--- src/rtl/dma_read_pkg.sv ---
package dma_read_pkg;

   // Data path and address widths
   localparam int DATA_W = 32;
   localparam int ADDR_W = 16;

   // FIFO depth is 2**LEN_W, which is also the longest burst
   localparam int LEN_W  = 4;
   localparam int LVL_W  = LEN_W + 1;

   // Transfer length in words
   localparam int RLEN_W = 12;

   localparam logic [LVL_W-1:0] FIFO_DEPTH = LVL_W'(1) << LEN_W;

   // Incrementing 4-byte beats only
   localparam logic [ADDR_W-1:0] BEAT_BYTES = ADDR_W'(4);

   // Read address channel
   typedef struct packed {
      logic [ADDR_W-1:0] addr;
      logic [LEN_W-1:0]  len;   // beats minus one
   } axi_ar_t;

   // Read data channel
   typedef struct packed {
      logic [DATA_W-1:0] data;
      logic              last;
   } axi_r_t;

endpackage

--- src/rtl/axi_burst_reader.sv ---
module axi_burst_reader (
   input  logic                            clk_i,
   input  logic                            reset_i,
   input  logic                            burst_start_i,
   input  logic [dma_read_pkg::ADDR_W-1:0] burst_addr_i,
   input  logic [dma_read_pkg::LVL_W-1:0]  burst_len_i,
   output logic                            busy_o,
   output dma_read_pkg::axi_ar_t           ar_o,
   output logic                            ar_valid_o,
   input  logic                            ar_ready_i,
   input  dma_read_pkg::axi_r_t            r_i,
   input  logic                            r_valid_i,
   output logic                            r_ready_o,
   input  logic                            fifo_full_i,
   output logic                            fifo_wen_o,
   output logic [dma_read_pkg::DATA_W-1:0] fifo_wdata_o
);

   typedef enum logic [1:0] {S_IDLE, S_ADDR, S_DATA} state_t;

   state_t                         state_q;
   dma_read_pkg::axi_ar_t          ar_q;
   logic [dma_read_pkg::LVL_W-1:0] len_m1;

   // AXI len field is beats minus one
   assign len_m1 = burst_len_i - 1'b1;

   assign busy_o     = (state_q != S_IDLE);
   assign ar_o       = ar_q;
   assign ar_valid_o = (state_q == S_ADDR);

   // Space was reserved up front, so this never actually stalls
   assign r_ready_o    = (state_q == S_DATA) && !fifo_full_i;
   assign fifo_wen_o   = r_valid_i && r_ready_o;
   assign fifo_wdata_o = r_i.data;

   always_ff @(posedge clk_i) begin
      if (reset_i) begin
         state_q <= S_IDLE;
      end else begin
         case (state_q)
            S_IDLE: begin
               if (burst_start_i) begin
                  state_q <= S_ADDR;
               end
            end
            S_ADDR: begin
               if (ar_ready_i) begin
                  state_q <= S_DATA;
               end
            end
            default: begin
               if (fifo_wen_o && r_i.last) begin
                  state_q <= S_IDLE;
               end
            end
         endcase
      end
   end

   always_ff @(posedge clk_i) begin
      if (burst_start_i) begin
         ar_q.addr <= burst_addr_i;
         ar_q.len  <= len_m1[dma_read_pkg::LEN_W-1:0];
      end
   end

   assert property (@(posedge clk_i) disable iff (reset_i)
      ar_valid_o && !ar_ready_i |=> ar_valid_o && $stable(ar_o));

   // Planner must wait for the previous burst to finish
   assert property (@(posedge clk_i) disable iff (reset_i)
      busy_o |-> !burst_start_i);

endmodule

--- src/rtl/dma_burst_planner.sv ---
module dma_burst_planner (
   input  logic                            clk_i,
   input  logic                            reset_i,
   input  logic                            start_i,
   input  logic [dma_read_pkg::ADDR_W-1:0] addr_i,
   input  logic [dma_read_pkg::RLEN_W-1:0] length_i,
   input  logic [dma_read_pkg::LVL_W-1:0]  max_len_i,
   input  logic [dma_read_pkg::LVL_W-1:0]  fifo_level_i,
   input  logic                            reader_busy_i,
   output logic                            burst_start_o,
   output logic [dma_read_pkg::ADDR_W-1:0] burst_addr_o,
   output logic [dma_read_pkg::LVL_W-1:0]  burst_len_o,
   output logic                            busy_o,
   output logic [dma_read_pkg::RLEN_W-1:0] remaining_o
);

   typedef enum logic {S_IDLE, S_WAIT_SPACE} state_t;

   state_t                          state_q;
   state_t                          state_d;
   logic [dma_read_pkg::RLEN_W-1:0] remaining_d;
   logic [dma_read_pkg::ADDR_W-1:0] addr_d;
   logic [dma_read_pkg::LVL_W-1:0]  max_len_q;
   logic [dma_read_pkg::LVL_W-1:0]  space;
   logic [dma_read_pkg::RLEN_W-1:0] space_ext;
   logic [dma_read_pkg::RLEN_W-1:0] max_len_ext;
   logic [dma_read_pkg::RLEN_W-1:0] burst_len_ext;
   logic [dma_read_pkg::ADDR_W-1:0] burst_bytes;

   // Free words in the FIFO
   assign space = dma_read_pkg::FIFO_DEPTH - fifo_level_i;

   assign space_ext = {{(dma_read_pkg::RLEN_W - dma_read_pkg::LVL_W){1'b0}}, space};
   assign max_len_ext = {{(dma_read_pkg::RLEN_W - dma_read_pkg::LVL_W){1'b0}}, max_len_q};
   assign burst_len_ext = {{(dma_read_pkg::RLEN_W - dma_read_pkg::LVL_W){1'b0}}, burst_len_o};
   assign burst_bytes = {{(dma_read_pkg::ADDR_W - dma_read_pkg::LVL_W){1'b0}}, burst_len_o}
                        * dma_read_pkg::BEAT_BYTES;

   assign busy_o = (state_q == S_WAIT_SPACE);

   always_comb begin
      state_d       = state_q;
      remaining_d   = remaining_o;
      addr_d        = burst_addr_o;
      burst_start_o = 1'b0;
      burst_len_o   = '0;

      case (state_q)
         S_IDLE: begin
            if (start_i) begin
               remaining_d = length_i;
               addr_d      = addr_i;
               state_d     = S_WAIT_SPACE;
            end
         end
         default: begin
            if (!reader_busy_i) begin
               if (remaining_o != '0) begin
                  // Whole remainder if it fits, else a full-size burst
                  if ((remaining_o <= space_ext) && (remaining_o <= max_len_ext)) begin
                     burst_len_o = remaining_o[dma_read_pkg::LVL_W-1:0];
                  end else if (space >= max_len_q) begin
                     burst_len_o = max_len_q;
                  end

                  if (burst_len_o != '0) begin
                     burst_start_o = 1'b1;
                     remaining_d   = remaining_o - burst_len_ext;
                     addr_d        = burst_addr_o + burst_bytes;
                  end
               end else begin
                  state_d = S_IDLE;
               end
            end
         end
      endcase
   end

   always_ff @(posedge clk_i) begin
      if (reset_i) begin
         state_q     <= S_IDLE;
         remaining_o <= '0;
      end else begin
         state_q     <= state_d;
         remaining_o <= remaining_d;
      end
   end

   // Burst address and limit captured with the transfer
   always_ff @(posedge clk_i) begin
      burst_addr_o <= addr_d;
      if (state_q == S_IDLE && start_i) begin
         max_len_q <= max_len_i;
      end
   end

   // Each burst takes a nonzero share of the remainder, within the limit
   assert property (@(posedge clk_i) disable iff (reset_i)
      burst_start_o |=> (remaining_o < $past(remaining_o))
                        && ($past(remaining_o) - remaining_o <= max_len_ext));

   // Reserved space covers the whole burst
   assert property (@(posedge clk_i) disable iff (reset_i)
      burst_start_o |=> $past(remaining_o) - remaining_o <= $past(space_ext));

endmodule

--- src/rtl/dma_read.sv ---
module dma_read (
   input  logic                            clk_i,
   input  logic                            reset_i,
   input  logic                            start_i,
   input  logic [dma_read_pkg::ADDR_W-1:0] addr_i,
   input  logic [dma_read_pkg::RLEN_W-1:0] length_i,
   input  logic [dma_read_pkg::LVL_W-1:0]  max_len_i,
   output logic                            busy_o,
   output logic [dma_read_pkg::RLEN_W-1:0] remaining_o,
   output dma_read_pkg::axi_ar_t           ar_o,
   output logic                            ar_valid_o,
   input  logic                            ar_ready_i,
   input  dma_read_pkg::axi_r_t            r_i,
   input  logic                            r_valid_i,
   output logic                            r_ready_o,
   output logic [dma_read_pkg::DATA_W-1:0] m_data_o,
   output logic                            m_valid_o,
   input  logic                            m_ready_i
);

   logic [dma_read_pkg::ADDR_W-1:0] burst_addr;
   logic [dma_read_pkg::LVL_W-1:0]  burst_len;
   logic                            burst_start;
   logic                            reader_busy;

   logic                            fifo_wen;
   logic [dma_read_pkg::DATA_W-1:0] fifo_wdata;
   logic                            fifo_full;
   logic                            fifo_ren;
   logic [dma_read_pkg::DATA_W-1:0] fifo_rdata;
   logic                            fifo_empty;
   logic [dma_read_pkg::LVL_W-1:0]  fifo_level;

   dma_burst_planner planner_inst (
      .clk_i        (clk_i),
      .reset_i      (reset_i),
      .start_i      (start_i),
      .addr_i       (addr_i),
      .length_i     (length_i),
      .max_len_i    (max_len_i),
      .fifo_level_i (fifo_level),
      .reader_busy_i(reader_busy),
      .burst_start_o(burst_start),
      .burst_addr_o (burst_addr),
      .burst_len_o  (burst_len),
      .busy_o       (busy_o),
      .remaining_o  (remaining_o)
   );

   axi_burst_reader reader_inst (
      .clk_i        (clk_i),
      .reset_i      (reset_i),
      .burst_start_i(burst_start),
      .burst_addr_i (burst_addr),
      .burst_len_i  (burst_len),
      .busy_o       (reader_busy),
      .ar_o         (ar_o),
      .ar_valid_o   (ar_valid_o),
      .ar_ready_i   (ar_ready_i),
      .r_i          (r_i),
      .r_valid_i    (r_valid_i),
      .r_ready_o    (r_ready_o),
      .fifo_full_i  (fifo_full),
      .fifo_wen_o   (fifo_wen),
      .fifo_wdata_o (fifo_wdata)
   );

   sync_fifo buffer_inst (
      .clk_i    (clk_i),
      .reset_i  (reset_i),
      .w_en_i   (fifo_wen),
      .w_data_i (fifo_wdata),
      .w_full_o (fifo_full),
      .r_en_i   (fifo_ren),
      .r_data_o (fifo_rdata),
      .r_empty_o(fifo_empty),
      .level_o  (fifo_level)
   );

   fifo_to_stream stream_inst (
      .clk_i       (clk_i),
      .reset_i     (reset_i),
      .fifo_empty_i(fifo_empty),
      .fifo_rdata_i(fifo_rdata),
      .fifo_read_o (fifo_ren),
      .m_data_o    (m_data_o),
      .m_valid_o   (m_valid_o),
      .m_ready_i   (m_ready_i)
   );

endmodule

--- src/rtl/fifo_to_stream.sv ---
module fifo_to_stream (
   input  logic                            clk_i,
   input  logic                            reset_i,
   input  logic                            fifo_empty_i,
   input  logic [dma_read_pkg::DATA_W-1:0] fifo_rdata_i,
   output logic                            fifo_read_o,
   output logic [dma_read_pkg::DATA_W-1:0] m_data_o,
   output logic                            m_valid_o,
   input  logic                            m_ready_i
);

   logic pending_q;
   logic load;

   // Word from the last read sits on fifo_rdata_i until loaded
   assign load = pending_q && (!m_valid_o || m_ready_i);

   // Fetch once the pending word has somewhere to go
   assign fifo_read_o = !fifo_empty_i && (!pending_q || load);

   always_ff @(posedge clk_i) begin
      if (reset_i) begin
         pending_q <= 1'b0;
         m_valid_o <= 1'b0;
      end else begin
         if (fifo_read_o) begin
            pending_q <= 1'b1;
         end else if (load) begin
            pending_q <= 1'b0;
         end

         if (load) begin
            m_valid_o <= 1'b1;
         end else if (m_ready_i) begin
            m_valid_o <= 1'b0;
         end
      end
   end

   always_ff @(posedge clk_i) begin
      if (load) begin
         m_data_o <= fifo_rdata_i;
      end
   end

endmodule

--- src/rtl/sync_fifo.sv ---
module sync_fifo (
   input  logic                            clk_i,
   input  logic                            reset_i,
   input  logic                            w_en_i,
   input  logic [dma_read_pkg::DATA_W-1:0] w_data_i,
   output logic                            w_full_o,
   input  logic                            r_en_i,
   output logic [dma_read_pkg::DATA_W-1:0] r_data_o,
   output logic                            r_empty_o,
   output logic [dma_read_pkg::LVL_W-1:0]  level_o
);

   logic [dma_read_pkg::DATA_W-1:0] mem [0:(1 << dma_read_pkg::LEN_W)-1];
   logic [dma_read_pkg::LEN_W-1:0]  w_ptr_q;
   logic [dma_read_pkg::LEN_W-1:0]  r_ptr_q;
   logic [dma_read_pkg::LVL_W-1:0]  level_q;

   assign level_o   = level_q;
   assign w_full_o  = (level_q == dma_read_pkg::FIFO_DEPTH);
   assign r_empty_o = (level_q == '0);

   // Pointers wrap naturally at the depth
   always_ff @(posedge clk_i) begin
      if (reset_i) begin
         w_ptr_q <= '0;
         r_ptr_q <= '0;
         level_q <= '0;
      end else begin
         if (w_en_i) begin
            w_ptr_q <= w_ptr_q + 1'b1;
         end
         if (r_en_i) begin
            r_ptr_q <= r_ptr_q + 1'b1;
         end
         case ({w_en_i, r_en_i})
            2'b10: level_q <= level_q + 1'b1;
            2'b01: level_q <= level_q - 1'b1;
            default: level_q <= level_q;
         endcase
      end
   end

   always_ff @(posedge clk_i) begin
      if (w_en_i) begin
         mem[w_ptr_q] <= w_data_i;
      end
   end

   // Registered read, holds until the next read
   always_ff @(posedge clk_i) begin
      if (r_en_i) begin
         r_data_o <= mem[r_ptr_q];
      end
   end

   assert property (@(posedge clk_i) disable iff (reset_i)
      w_en_i |-> !w_full_o);

   assert property (@(posedge clk_i) disable iff (reset_i)
      r_en_i |-> !r_empty_o);

endmodule

--- config.mk ---
export PLATFORM = sky130hd
export DESIGN_NAME = dma_read
export DESIGN_NICKNAME = d
export VERILOG_FILES = /design/src/rtl/dma_read_pkg.sv /design/src/rtl/axi_burst_reader.sv /design/src/rtl/dma_burst_planner.sv /design/src/rtl/dma_read.sv /design/src/rtl/fifo_to_stream.sv /design/src/rtl/sync_fifo.sv
export SDC_FILE = /design/constraint.sdc
export NUM_CORES = 1
export LEC_CHECK = 0
export BUFFER_PORTS_ARGS = -buffer_cell sky130_fd_sc_hd__buf_2
export CORE_ASPECT_RATIO = 0.8
export CORE_MARGIN = 5
export CORE_UTILIZATION = 65
export CTS_CLUSTER_SIZE = 16
export DETAILED_ROUTE_END_ITERATION = 16
export PLACE_DENSITY = 0.87
export SLEW_MARGIN = 20
export SYNTH_ARGS = -nofsm -noshare
export SYNTH_HDL_FRONTEND = slang
export SYNTH_HIERARCHICAL = 1
export SYNTH_SLANG_ARGS = --single-unit
--- constraint.sdc ---
create_clock -name clk_i -period 13.8 [get_ports clk_i]
set_input_delay 2.07 -clock clk_i [delete_from_list [all_inputs] [get_ports clk_i]]
set_output_delay 2.07 -clock clk_i [all_outputs]
set_load 0.01 [all_outputs]
==> impl_metrics.json <==
{
  "clock_skew_ns": 0.0198,
  "synthAdderAreaFrac": 0.0190,
  "drc": 0,
  "hold_viol_final": 0,
  "status": "finished clean",
  "path_max_fanout": 8,
  "grt_max_degree": 71,
  "layout_setup_ws_ns": 8.85,
  "fill_cells": 2128,
  "via_count": 13400,
  "cts_resized": 0,
  "power_leakage_uw": 0.00955,
  "synth-compound-area-share": 0.0412,
  "maxCapViolations": 0,
  "num_rows": 65,
  "min_to": "stream_inst/m_data_o[22]",
  "start_kind": "flip-flop",
  "drtIter0Drc": 1953,
  "die_x_microns": 233,
  "hold_start": "buffer_inst/r_data_o[22]",
  "postCtsHoldBufs": 0,
  "ys_seq_area_frac": 0.743,
  "vdd.ir_drop.worst_mv": 0.142,
  "synth_edf_count": 617,
  "layout.nets": 1562,
  "clock_path_buffers": 3,
  "overflow": 0,
  "max_freq_ghz": 0.202,
  "area_growth_pct": 11.3,
  "tritoncts": "done",
  "fin_cells": 2036,
  "final_max_slew_viol_count": 0,
  "arrival_ns": 5.45,
  "min_period_ns": 4.95,
  "synth_area_leader_cell": "edfxtp_1",
  "cts-htree-levels": 2,
  "cp_data_required_time_ns": 14.30,
  "ant_nets": 0,
  "dpl-instance-area_sq_mm": 0.0267,
  "drive_gt1_frac": 0.273,
  "r2r-end": "planner_inst/remaining_o[10]",
  "place.port_buffers": 139,
  "wirelength_mm": 58.9,
  "r2r-start": "buffer_inst/level_o[0]",
  "root_buffer": "clkbuf_16",
  "die_h_microns": 188,
  "synth_xor_area_frac": 0.00952,
  "clock_latency_ns": 0.60,
  "finalSetupTns_ns": 0,
  "die-area_sq_mm": 0.0437,
  "timing.final.crit_share": 0.359,
  "initial_core_util": 0.656,
  "critical_path_class": "reg -> reg",
  "gp_congestion": 0.843,
  "synthSimpleGateAreaFrac": 0.0431,
  "grt_pass1_wl_mm": 87.9,
  "hold_depth": 0,
  "synthMuxAreaShare": 0.118,
  "synth_top_cell_area_share": 0.719,
  "powerDensity_mw_per_mm2": 196,
  "synth-warning-count": 6,
  "synth_area_sq_mm": 0.0258,
  "design_area_sq_mm": 0.0287,
  "synth-seq-cells": 647,
  "tightest_slew_ns": 1.21,
  "routed_via_density": 6.59,
  "syn_inst": 1338,
  "antenna_found_initial": 6,
  "ys_async_sr_fraction": 0,
  "synth_area_leaders": "edfxtp_1 (72%), mux4_2 (11%), dfxtp_1 (2.3%)",
  "hold_class": "reg -> reg",
  "track_usage": 0.272,
  "ff2ff_path_depth": 20,
  "core_sq_mm": 0.0393,
  "synth_top_family_by_area": "multiplexers",
  "clock-sinks": 647,
  "max_slew_margin": 0.191,
  "cts_buffers": 57,
  "synth_fp_nets": 1448,
  "clkSlewWorstSetupHoldPaths_ns": 0.07,
  "syn_avg_cell_area_sq_um": 19.2,
  "drt_pass1_iterations": 5,
  "hpwl_mm": 30.1,
  "reg2reg_slack_ns": 8.85,
  "final_common_cell": "edfxtp_1",
  "rsz0062_at_grt": "false",
  "setup_viol": 0,
  "layout_common_cells": "edfxtp_1 (617), buf_2 (139), mux4_2 (128), nand2_1 (68), a22oi_1 (65)",
  "place_ws_ns": 8.92,
  "first_global_vias": 13900,
  "cts_setup_buffers": 0,
  "endpoint_kind": "flip-flop",
  "ioPinCount": 140,
  "ys_types": 69,
  "timing.hold.ws_ns": 0.418,
  "wl_per_cell_microns": 28.9,
  "synth_ff_type": "edfxtp_1",
  "place_inst": 1929
}
==> layout make-up <==
class                      count  area [sq um]  share of cell area
antenna                        2          5.00            0.000175
clock buffer                  66          1470              0.0513
inverter                      35           136             0.00476
tap                          536           671              0.0234
clock inverter                39           480              0.0168
multi-input combinational    564          6000               0.209
sequential                   647         19100               0.668
timing repair buffer         147           759              0.0265
==> report_power, final <==
group          leakage, uW  switching (uW)  total (uW)  internal [uW]
sequential         0.00586             145        2540           2390
clock             0.000951             713        1680            970
combinational      0.00274             779        1390            610
total              0.00955            1640        5610           3970
==> worst max path at each step <==
| stage | start | endpoint | slack [ns] | cells past startpoint |
|---|---|---|---|---|
| detailed placement | m_ready_i | buffer_inst/level_o[4] | 8.92 | 11 |
| global placement | m_ready_i | buffer_inst/level_o[4] | 9.02 | 11 |
| CTS | buffer_inst/level_o[0] | planner_inst/remaining_o[10] | 8.95 | 20 |
| finish | buffer_inst/level_o[0] | planner_inst/remaining_o[10] | 8.85 | 20 |
| global route | buffer_inst/level_o[0] | planner_inst/burst_addr_o[11] | 8.56 | 20 |
| floorplan | m_ready_i | buffer_inst/level_o[4] | 8.04 | 10 |
==> cell usage after synthesis (3+ instances only) <==
cell and instances:
clkbuf_1 36, a21o_1 5, a31oi_1 4, buf_2 8, nor2b_1 9, mux2i_1 6
mux2_2 6, ha_1 36, a211oi_1 3, xnor2_1 18, o221ai_1 3, buf_1 3
dfxtp_1 30, and2_1 23, nor3_1 16, a22oi_1 65, buf_4 39, a311oi_1 3
nor2_1 37, inv_1 33, xor2_1 10, nand4_1 5, a21oi_1 28, o21ai_0 9
nor3b_1 3, o22ai_1 3, a221oi_1 3, nand2b_1 8, buf_6 6, edfxtp_1 617
and3_1 3, mux4_2 128, nand3_1 14, nand2_1 68, nor4_1 4
==> registers in the layout, indices dropped and copies added, names as in the netlist, 2 cells and up <==
signal,cells
planner_inst/burst_addr_o,16
planner_inst/remaining_o,12
reader_inst/state_q,2
buffer_inst/w_ptr_q,4
buffer_inst/mem,512
stream_inst/m_data_o,32
reader_inst/ar_o,20
buffer_inst/r_ptr_q,4
planner_inst/max_len_q,5
buffer_inst/r_data_o,32
buffer_inst/level_o,5
==> layer usage <==
metal,vias to the layer above,routed length [microns],global-route usage
met2,797,30500,0.456
met5,-,55,0
met4,8,1600,0.0815
met3,120,5080,0.0553
li1,5605,-,-
met1,6879,21700,0.371
==> critical path, stage by stage, from the launching register on <==
cell	delay, ns
dfxtp_1	0.55
inv_1	0.12
ha_1	0.24
nor3b_1	0.17
xor2_1	0.27
inv_1	0.08
ha_1	0.29
mux2i_1	0.16
o221ai_1	0.45
nand3_1	0.15
a21oi_1	0.39
ha_1	0.27
inv_1	0.08
fa_1	0.43
a21o_1	0.19
a21oi_1	0.25
o21a_1	0.22
nand2_1	0.10
nand2_1	0.09
o21ai_0	0.11
a221oi_2	0.25
==> stage by stage <==
step / util / power [uW]
after floorplan: - / 3570
after global placement: 0.679 / 3860
after detailed placement: 0.679 / 3920
after CTS: 0.729 / 5610
after global routing: 0.730 / 5840
final: 0.730 / 5610
==> cells by family after synthesis <==
family / after synthesis
flip-flops: 647
AND/OR/NAND/NOR: 211
AO/OA/AOI/OAI: 146
adder cells (fa/ha/maj): 38
multiplexers: 141
buffers and inverters: 127
XOR/XNOR: 28
No activity file was read; power rests on OpenSTA's default activity.
